File: src/csr_index_pkg.sv
package csr_index_pkg;

    // ----------------------------------------
    // Widths
    // ----------------------------------------
    localparam int INDEX_W = 32;
    localparam int ADDR_W  = 32;
    localparam int SHIFT_W = 5;

    // ----------------------------------------
    // Request FIFO sizing
    // ----------------------------------------
    localparam int FIFO_DEPTH = 16;
    localparam int FIFO_PTR_W = $clog2(FIFO_DEPTH);

    // Leaves headroom for the requests still in the pipe when a pause starts
    localparam int PROG_THRESH = 8;

    // Vertex or edge index, also the request offset
    typedef logic [INDEX_W-1:0] index_t;

    // Array base pointer
    typedef logic [ADDR_W-1:0] addr_t;

    // Offset shift amount
    typedef logic [SHIFT_W-1:0] shift_t;

    // Sequencer states
    typedef enum logic [2:0] {
        RESET,
        IDLE,
        SETUP,
        WAIT_CONFIG,
        START,
        BUSY,
        PAUSE,
        DONE
    } index_gen_state_t;

    // One run of the generator
    typedef struct packed {
        logic   valid;
        addr_t  array_pointer;
        index_t index_start;
        index_t index_end;
        index_t stride;
        logic   shift_left;
        shift_t shift_amount;
    } csr_index_config_t;

    // Memory request, base plus shifted offset, raw index as data
    typedef struct packed {
        logic   valid;
        addr_t  base;
        index_t offset;
        index_t index;
    } memory_request_t;

endpackage : csr_index_pkg
File: src/csr_index_generator.sv
`timescale 1ns/1ns

module csr_index_generator import csr_index_pkg::*; (
    input  logic              ap_clk,
    input  logic              areset_generator,
    input  logic              descriptor_valid,
    input  csr_index_config_t config_in,
    input  logic              request_rd_en,
    output logic              config_setup,
    output memory_request_t   request_out,
    output logic              done
);

    logic              descriptor_valid_reg;
    logic              config_valid_reg;
    csr_index_config_t config_payload_reg;
    csr_index_config_t config_reg;
    logic              request_rd_en_reg;

    csr_index_config_t active_config;
    logic              index_valid;
    index_t            index;
    memory_request_t   write_entry;
    logic              prog_full;

    // ----------------------------------------
    // Input registers
    // ----------------------------------------
    always_ff @(posedge ap_clk) begin
        if (areset_generator) begin
            descriptor_valid_reg <= 1'b0;
            config_valid_reg     <= 1'b0;
            request_rd_en_reg    <= 1'b0;
        end else begin
            descriptor_valid_reg <= descriptor_valid;
            config_valid_reg     <= config_in.valid;
            request_rd_en_reg    <= request_rd_en;
        end
    end

    always_ff @(posedge ap_clk) begin
        config_payload_reg <= config_in;
    end

    always_comb begin
        config_reg       = config_payload_reg;
        config_reg.valid = config_valid_reg;
    end

    // ----------------------------------------
    // Blocks
    // ----------------------------------------
    csr_index_sequencer csr_index_sequencer_inst (
        .ap_clk           (ap_clk),
        .areset_generator (areset_generator),
        .descriptor_valid (descriptor_valid_reg),
        .config_in        (config_reg),
        .prog_full        (prog_full),
        .config_setup     (config_setup),
        .active_config    (active_config),
        .index_valid      (index_valid),
        .index            (index),
        .done             (done)
    );

    csr_request_former csr_request_former_inst (
        .ap_clk           (ap_clk),
        .areset_generator (areset_generator),
        .index_valid      (index_valid),
        .index            (index),
        .active_config    (active_config),
        .write_entry      (write_entry)
    );

    // Empty check lives inside the FIFO
    csr_request_fifo csr_request_fifo_inst (
        .ap_clk           (ap_clk),
        .areset_generator (areset_generator),
        .write_entry      (write_entry),
        .rd_en            (request_rd_en_reg),
        .read_entry       (request_out),
        .prog_full        (prog_full)
    );

endmodule : csr_index_generator

File: src/csr_request_fifo.sv
`timescale 1ns/1ns

module csr_request_fifo import csr_index_pkg::*; (
    input  logic            ap_clk,
    input  logic            areset_generator,
    input  memory_request_t write_entry,
    input  logic            rd_en,
    output memory_request_t read_entry,
    output logic            prog_full
);

    memory_request_t mem [FIFO_DEPTH];

    logic [FIFO_PTR_W-1:0] wr_ptr;
    logic [FIFO_PTR_W-1:0] rd_ptr;
    logic [FIFO_PTR_W:0]   occupancy;

    logic            empty;
    logic            full;
    logic            push;
    logic            pop;
    logic            read_valid;
    memory_request_t read_payload;

    assign empty = (occupancy == '0);
    assign full  = (occupancy == (FIFO_PTR_W+1)'(FIFO_DEPTH));
    assign push  = write_entry.valid & ~full;
    assign pop   = rd_en & ~empty;

    assign prog_full = (occupancy >= (FIFO_PTR_W+1)'(PROG_THRESH));

    // ----------------------------------------
    // Pointers and occupancy
    // ----------------------------------------
    always_ff @(posedge ap_clk) begin
        if (areset_generator) begin
            wr_ptr     <= '0;
            rd_ptr     <= '0;
            occupancy  <= '0;
            read_valid <= 1'b0;
        end else begin
            if (push) begin
                wr_ptr <= wr_ptr + 1'b1;
            end
            if (pop) begin
                rd_ptr <= rd_ptr + 1'b1;
            end
            case ({push, pop})
                2'b10:   occupancy <= occupancy + 1'b1;
                2'b01:   occupancy <= occupancy - 1'b1;
                default: occupancy <= occupancy;
            endcase
            read_valid <= pop;
        end
    end

    // ----------------------------------------
    // Storage and read register
    // ----------------------------------------
    always_ff @(posedge ap_clk) begin
        if (push) begin
            mem[wr_ptr] <= write_entry;
        end
    end

    always_ff @(posedge ap_clk) begin
        if (pop) begin
            read_payload <= mem[rd_ptr];
        end
    end

    // Entry is presented the cycle after the pop
    always_comb begin
        read_entry       = read_payload;
        read_entry.valid = read_valid;
    end

endmodule : csr_request_fifo

File: src/csr_request_former.sv
`timescale 1ns/1ns

module csr_request_former import csr_index_pkg::*; (
    input  logic              ap_clk,
    input  logic              areset_generator,
    input  logic              index_valid,
    input  index_t            index,
    input  csr_index_config_t active_config,
    output memory_request_t   write_entry
);

    logic            entry_valid;
    memory_request_t entry_payload;
    index_t          offset;

    // Bits shifted out either way are lost
    always_comb begin
        if (active_config.shift_left) begin
            offset = index << active_config.shift_amount;
        end else begin
            offset = index >> active_config.shift_amount;
        end
    end

    always_ff @(posedge ap_clk) begin
        if (areset_generator) begin
            entry_valid <= 1'b0;
        end else begin
            entry_valid <= index_valid;
        end
    end

    always_ff @(posedge ap_clk) begin
        if (index_valid) begin
            entry_payload.valid  <= 1'b1;
            entry_payload.base   <= active_config.array_pointer;
            entry_payload.offset <= offset;
            entry_payload.index  <= index;
        end
    end

    // Valid field doubles as the FIFO write enable
    always_comb begin
        write_entry       = entry_payload;
        write_entry.valid = entry_valid;
    end

endmodule : csr_request_former

File: src/csr_index_sequencer.sv
`timescale 1ns/1ns

module csr_index_sequencer import csr_index_pkg::*; (
    input  logic              ap_clk,
    input  logic              areset_generator,
    input  logic              descriptor_valid,
    input  csr_index_config_t config_in,
    input  logic              prog_full,
    output logic              config_setup,
    output csr_index_config_t active_config,
    output logic              index_valid,
    output index_t            index,
    output logic              done
);

    index_gen_state_t state;
    index_gen_state_t next_state;

    index_t count;
    index_t count_next;
    logic   count_carry;
    logic   count_wrap;
    logic   range_end;
    logic   advance;

    // ----------------------------------------
    // Counter arithmetic
    // ----------------------------------------
    assign {count_carry, count_next} = {1'b0, count} + {1'b0, active_config.stride};

    // A wrapped counter is past any end value
    assign range_end = count_wrap | (count >= active_config.index_end);

    // One index per cycle while running and below the FIFO threshold
    assign advance = (state == BUSY) & ~range_end & ~prog_full;

    // ----------------------------------------
    // State machine
    // ----------------------------------------
    always_ff @(posedge ap_clk) begin
        if (areset_generator) begin
            state <= RESET;
        end else begin
            state <= next_state;
        end
    end

    always_comb begin
        next_state = state;
        case (state)
            RESET: begin
                next_state = IDLE;
            end
            IDLE: begin
                if (descriptor_valid) begin
                    next_state = SETUP;
                end
            end
            SETUP: begin
                next_state = WAIT_CONFIG;
            end
            WAIT_CONFIG: begin
                if (config_in.valid) begin
                    next_state = START;
                end
            end
            START: begin
                next_state = BUSY;
            end
            BUSY: begin
                // Empty range lands here right after START
                if (range_end) begin
                    next_state = DONE;
                end else if (prog_full) begin
                    next_state = PAUSE;
                end
            end
            PAUSE: begin
                if (~prog_full) begin
                    next_state = BUSY;
                end
            end
            DONE: begin
                next_state = DONE;
            end
            default: begin
                next_state = RESET;
            end
        endcase
    end

    // ----------------------------------------
    // Control outputs
    // ----------------------------------------
    always_ff @(posedge ap_clk) begin
        if (areset_generator) begin
            config_setup <= 1'b0;
            index_valid  <= 1'b0;
            done         <= 1'b0;
            count_wrap   <= 1'b0;
        end else begin
            config_setup <= (state == SETUP);
            index_valid  <= advance;
            done         <= (next_state == DONE);
            if (state == START) begin
                count_wrap <= 1'b0;
            end else if (advance) begin
                count_wrap <= count_wrap | count_carry;
            end
        end
    end

    // Configuration held for the whole run
    always_ff @(posedge ap_clk) begin
        if ((state == WAIT_CONFIG) && config_in.valid) begin
            active_config <= config_in;
        end
    end

    // Index counter and strobed index
    always_ff @(posedge ap_clk) begin
        if (state == START) begin
            count <= active_config.index_start;
        end else if (advance) begin
            count <= count_next;
        end
        if (advance) begin
            index <= count;
        end
    end

endmodule : csr_index_sequencer

File: config.mk
export PLATFORM = sky130hd
export DESIGN_NAME = csr_index_generator
export DESIGN_NICKNAME = d
export VERILOG_FILES = /design/src/csr_index_pkg.sv /design/src/csr_index_generator.sv /design/src/csr_request_fifo.sv /design/src/csr_request_former.sv /design/src/csr_index_sequencer.sv
export SDC_FILE = /design/constraint.sdc
export NUM_CORES = 2
export LEC_CHECK = 0
export ABC_CLOCK_PERIOD_IN_PS = 9200
export BUFFER_PORTS_ARGS = -buffer_cell sky130_fd_sc_hd__buf_2
export CAP_MARGIN = 30
export CORE_MARGIN = 3
export CORE_UTILIZATION = 27
export CTS_BUF_LIST = sky130_fd_sc_hd__clkbuf_4 sky130_fd_sc_hd__clkbuf_8 sky130_fd_sc_hd__clkbuf_16
export CTS_CLUSTER_DIAMETER = 200
export CTS_CLUSTER_SIZE = 14
export DETAILED_ROUTE_END_ITERATION = 10
export PLACE_DENSITY_LB_ADDON = 0.1
export SETUP_SLACK_MARGIN = 0.2
export SLEW_MARGIN = 20
export SYNTH_ARGS = -nofsm -noshare
export SYNTH_HDL_FRONTEND = slang
export SYNTH_SLANG_ARGS = --single-unit
File: constraint.sdc
create_clock -name ap_clk -period 9.2 [get_ports ap_clk]
set_input_delay 0.92 -clock ap_clk [delete_from_list [all_inputs] [get_ports ap_clk]]
set_output_delay 0.92 -clock ap_clk [all_outputs]
set_load 0.05 [all_outputs]
# Word level (Yosys, flattened, before mapping)
# Memories as Yosys holds them, arrays and structs flattened. A register that Yosys moved wholly into a read port is not among the register bits.
# Index checks and enable logic that the tools add are counted.
dict set report classes {
  mux 12
  bitwise_logic 10
  order_cmp 2
  n_reduce_logical 6
  add_sub_neg 5
  n_eq_ne 11
  n_shift 2
}
# operator count
set ops {}
lappend ops {{$mux 32} 3}
lappend ops {{$add 32x32->33} 1}
lappend ops {{$ge 32x32->1} 1}
lappend ops {{$shl 32x5->32} 1}
lappend ops {{$shr 32x5->32} 1}
lappend ops {{$pmux 3 s8} 1}
lappend ops {{$eq 3x3->1 const B} 5}
lappend ops {{$mux 3} 5}
lappend ops {{$pmux 5 s2} 1}
lappend ops {{$add 4x1->4 const B} 2}
lappend ops {{$eq 3x2->1 const B} 2}
lappend ops {{$add 5x1->5 const B} 1}
lappend ops {{$eq 5x5->1 const B} 1}
lappend ops {{$ge 5x4->1 const B} 1}
lappend ops {{$logic_not 5->1} 1}
lappend ops {{$sub 5x1->5 const B} 1}
lappend ops {{$and 1x1->1} 4}
lappend ops {{$not 1->1} 4}
lappend ops {{$reduce_bool 2->1} 2}
lappend ops {{$eq 3x1->1 const B} 1}
lappend ops {{$logic_not 3->1} 1}
lappend ops {{$eq 2x1->1 const B} 1}
lappend ops {{$eq 2x2->1 const B} 1}
lappend ops {{$mux 1} 2}
lappend ops {{3 further kinds} 4}
dict set report totals {
  elab_cells 79
  output_inout_bits 99
  n_memories 1
  in_bits 139
  regBits 453
  mem_bits_rw 1552
}
# name words word_bits read_ports rd_clocked_by_memory_dff write_ports line
set mem_list {}
lappend mem_list {csr_request_fifo_inst.mem 16 97 1 1 1 csr_request_fifo.sv:12} ;# memory_request_t mem [FIFO_DEPTH];

# Logic depth before layout (Yosys ltp)
dict set report logic_depth {
  ltp_word 7
  ltp_mapped 13
  mapped_depth_nobuf 12
}

# Modules after synthesis
# From an unflattened synthesis, not the netlist that was laid out.
dict set report unflattened {
  hier_cells 3834
  area_unflattened_um2 79203.5
}
# mod seq_area_each_um2 area_each_um2 n_inst cells_each
set modules_own_cells {}
lappend modules_own_cells {csr_request_fifo 49287.3 61049.8 1 2544}
lappend modules_own_cells {csr_index_sequencer 6115.9 8941.1 1 617}
lappend modules_own_cells {csr_request_former 2902.8 6451.2 1 533}
lappend modules_own_cells {csr_index_generator 2742.6 2761.4 1 140}

# Least setup slack after synthesis
# No wires, ideal clock.
dict set report synth_path {
  path_kind {register to register}
  start {register csr_request_fifo_inst.occupancy[0]}
  end {memory csr_request_fifo_inst.mem[3][0] (netlist name) (enable)}
  path_slack_ns 1.006
  required_ns 8.532
  period_less_slack_ns 8.194
  t_arrival_ns 7.526
  path_stages_with_launch 6
  cell_sequence {dfxtp_1 -> or4_1 -> o21a_1 -> clkbuf_1 -> nand2_1 -> nor3_1}
}
dict set report synth_between {
  elab_chain_len 5
}
# element line
set synth_lines {}
lappend synth_lines {{start: declaration} csr_request_fifo.sv:16} ;# logic [FIFO_PTR_W:0] occupancy;
lappend synth_lines {{start signal: assignment} csr_request_fifo.sv:49} ;# 2'b10: occupancy <= occupancy + 1'b1;
lappend synth_lines {{start signal: assignment} csr_request_fifo.sv:50} ;# 2'b01: occupancy <= occupancy - 1'b1;
lappend synth_lines {{start signal: assignment} csr_request_fifo.sv:51} ;# default: occupancy <= occupancy;
lappend synth_lines {{$eq 5x5->1} csr_request_fifo.sv:26} ;# assign full = (occupancy == (FIFO_PTR_W+1)'(FIFO_DEPTH));
lappend synth_lines {{$not 1->1} csr_request_fifo.sv:27} ;# assign push = write_entry.valid & ~full;
lappend synth_lines {{$and 1x1->1} csr_request_fifo.sv:27}
lappend synth_lines {{$mux 1} csr_request_fifo.sv:61} ;# if (push) begin
lappend synth_lines {{$mux 1 (not written as such)} csr_request_fifo.sv:62} ;# mem[wr_ptr] <= write_entry;
lappend synth_lines {{end: declaration} csr_request_fifo.sv:12}
# Every way passes these cells.

# Worst setup path after layout
dict set report layout_path {
  start {register csr_request_fifo_inst.occupancy[0]}
  end {memory csr_request_fifo_inst.mem[0][18] (netlist name) (enable)}
}
# Same word-level chain as after synthesis.

==> impl_metrics.yaml <==
synth:
  synth_top_area_cell: "edfxtp_1"
  async_flop_share: 0
  syn_area_per_cell_um2: 21.8
  netlist_top_cells_area: "edfxtp_1 (73%), mux4_2 (15%), dfxtp_1 (4.0%), ha_1 (1.2%), mux2i_1 (0.83%)"
  synth_top_area_share: 0.731
  ys_seq_area_frac: 0.771
  yosysWarnings: 0
  synthCells: 3631
  syn-num-nets: 3845
  synth-seq-cells: 2085
  ys.flop_type: "edfxtp_1"
  syn_area_mm2: 0.0792
  synth_cell_types: 69
  synth_edf_count: 1926
place:
  gp_congestion: 0.763
  portBuffers: 237
  dp_hpwl_um: 118000
  dp_cells: 7672
route:
  vias: 36568
  wirelength_um: 218000
  vias_per_cell: 4.60
  ant_nets: 0
  firstDrtPassIters: 5
  drt-initial-drc-count: 2861
  wl_per_cell_um: 27.4
  drc: 0
clock_network:
  cts_resized: 0
  cts_tree: "yes"
  cts_num_sinks: 2085
  cts_hold_buf: 0
  numCtsBuffers: 171
  cts_root_buffer: "clkbuf_16"
  cts_htree_levels: 4
  clk_pin_slew_worst_paths_ns: 0.07
  clkLatencyLatePin_ns: 0.85
  cts_buffer_depth: 4
  post-cts-setup-buffer-count: 0
flow_run:
  max_cap_violations: 0
grt:
  grt_max_degree: 94
  grt_overflow: 0
  grtUsageTotal: 0.144
  grt_pass1_vias: 39002
  antenna_found_initial: 14
  grt_pass1_wl_um: 310000
hold_path:
  hold_path_depth: 1
  hp-class: "input port to flip-flop"
  min_to: "config_payload_reg[129]"
  min-delay-start: "config_in[129]"
worst_setup_path:
  cp_num_cells: 6
  critPathMostFrequentCell: "buf_4"
  cp.arrival_ns: 4.04
  r2r-end: "csr_request_fifo_inst.mem[0][18]"
  ff2ff_setup_slack_ns: 5.56
  crit_slowest_cell: "buf_4"
  worstSetupPathType: "flip-flop to flip-flop"
  cp-end-kind: "flip-flop"
  cp_num_buf_inv: 2
  r2r_cells: 6
  r2r-start: "csr_request_fifo_inst.occupancy[0]"
  worst-path-max-fanout: 32
  crit_chain: "or4_1, o21a_1, nand2_1, nor3_2, buf_4, buf_4"
  crit_required_ns: 9.61
  slowest_delay_ns: 0.69
  cpLargestDelayFamily: "buffers and inverters"
  crit_path_start_kind: "flip-flop"
sta:
  finalCritPeriodShare: 0.395
  tightest_slew_ns: 1.10
  slew_headroom: 0.266
  finalCriticalPeriod_ns: 3.64
  setup_viol: 0
  setup-tns-final_ns: 0
  hold_viol_final: 0
  slew_violations: 0
  fmax_mhz: 275
  rsz0062_at_grt: "no"
  skew_ns: 0.0733
power:
  intPower_mw: 14.1
  sequentialPowerShare: 0.587
  clkPwrFrac: 0.410
  cellPowerDensity_mw_per_mm2: 193
  peakVddDrop_v: 0.000147
  power_switching_mw: 3.41
  power_mw: 17.5
  pwr-share-comb: 0.003
  leakagePower_nw: 28.0
  power_switching_share: 0.195
layout:
  largest_reg_flops: 1536
  fin_util: 0.311
  area_growth_pct: 14.5
  final_cell_count_no_fill: 7955
  drive_gt1_frac: 0.291
  final_nets: 4163
floorplan:
  initial_core_util: 0.272
  fp.coreArea_mm2: 0.291
  row_count: 198
  ios: 238
  die_h_um: 547
  die-area_mm2: 0.300
  die-width_um: 547
status:
  run_status: "complete, no violations"
[cells in the final DEF, fill, tap and decap left out, drive strengths merged, types with 13 or more instances in the layout]
| master | count |
|---|---|
| dfxtp | 159 |
| a21o | 20 |
| mux2i | 66 |
| xnor2 | 13 |
| o22ai | 14 |
| nor2 | 134 |
| a21oi | 88 |
| clkbuf | 268 |
| edfxtp | 1926 |
| ha | 73 |
| o21ai | 69 |
| nor3 | 22 |
| nand2 | 77 |
| inv | 69 |
| nor2b | 15 |
| mux4 | 531 |
| a211oi | 16 |
| nand3 | 17 |
| xor2 | 17 |
| buf | 320 |
[cells in the mapped netlist (14+ instances only)]
cell type / instances
mux2i_1: 66
nor3_1: 22
nand3_1: 17
a21o_1: 20
ha_1: 73
edfxtp_1: 1926
dfxtp_1: 159
mux4_2: 531
o21ai_0: 60
inv_1: 61
a21oi_1: 86
o22ai_1: 14
buf_2: 56
nor2b_1: 15
clkbuf_1: 99
xor2_1: 17
a211oi_1: 15
nand2_1: 77
nor2_1: 134
[how the worst max path moves through the flow]
stage,slack [ns],endpoint,startpoint
floorplan,1.01,csr_request_fifo_inst.mem[3][0],csr_request_fifo_inst.occupancy[0]
global placement,5.23,csr_index_sequencer_inst.count[16],csr_index_sequencer_inst.count[17]
detailed placement,5.14,csr_index_sequencer_inst.count[16],csr_index_sequencer_inst.count[17]
CTS,5.11,csr_index_sequencer_inst.count[16],csr_index_sequencer_inst.count[5]
global route,5.24,csr_request_fifo_inst.mem[1][51],csr_request_fifo_inst.occupancy[0]
finish,5.56,csr_request_fifo_inst.mem[0][18],csr_request_fifo_inst.occupancy[0]
[power groups by stage]
stage                     clock network (mW)  registers, mW  logic (mW)
final                                   7.16           10.2      0.0535
after global routing                    7.83           10.2      0.0599
after CTS                               7.49           10.2      0.0551
after detailed placement                   0           10.5      0.0548
after global placement                     0           10.5      0.0555
after floorplan                            0           10.4      0.0163
[logic make-up (layout without fill, tap and decap cells)]
family,Yosys count,after routing,share of synthesized area
other,0,1,0
multiplexers,606,606,0.161
flip-flops,2085,2085,0.771
buffers and inverters,238,661,0.0127
adder cells (fa/ha/maj),75,75,0.0120
AO/OA/AOI/OAI,276,276,0.0221
XOR/XNOR,30,30,0.00332
AND/OR/NAND/NOR,321,321,0.0183
[routing by layer]
metal / global-route usage / up-vias / part of all wire
li1: - / 15657 / -
met1: 0.213 / 19846 / 0.48
met2: 0.226 / 816 / 0.46
met3: 0.0211 / 247 / 0.040
met4: 0.0291 / 2 / 0.019
met5: 0 / - / 0.000060
[metrics by stage]
step	hold slack, ns	area (um^2)	setup WS (ns)
after floorplan	0.386	79200	1.01
after global placement	0.386	85300	5.23
after detailed placement	0.389	85400	5.14
after CTS	0.0624	90600	5.11
after global routing	0.0910	90700	5.24
final	0.168	90700	5.56
[area by class of cell]
cell class | count | area (um^2)
clock buffer | 268 | 5060
fill | 28040 | 201000
clock inverter | 10 | 133
antenna | 1 | 2.50
tap | 3900 | 4880
inverter | 63 | 236
timing repair buffer | 320 | 2060
sequential | 2085 | 61000
multi-input combinational | 1308 | 17300
No activity file was read; power rests on OpenSTA's default activity.
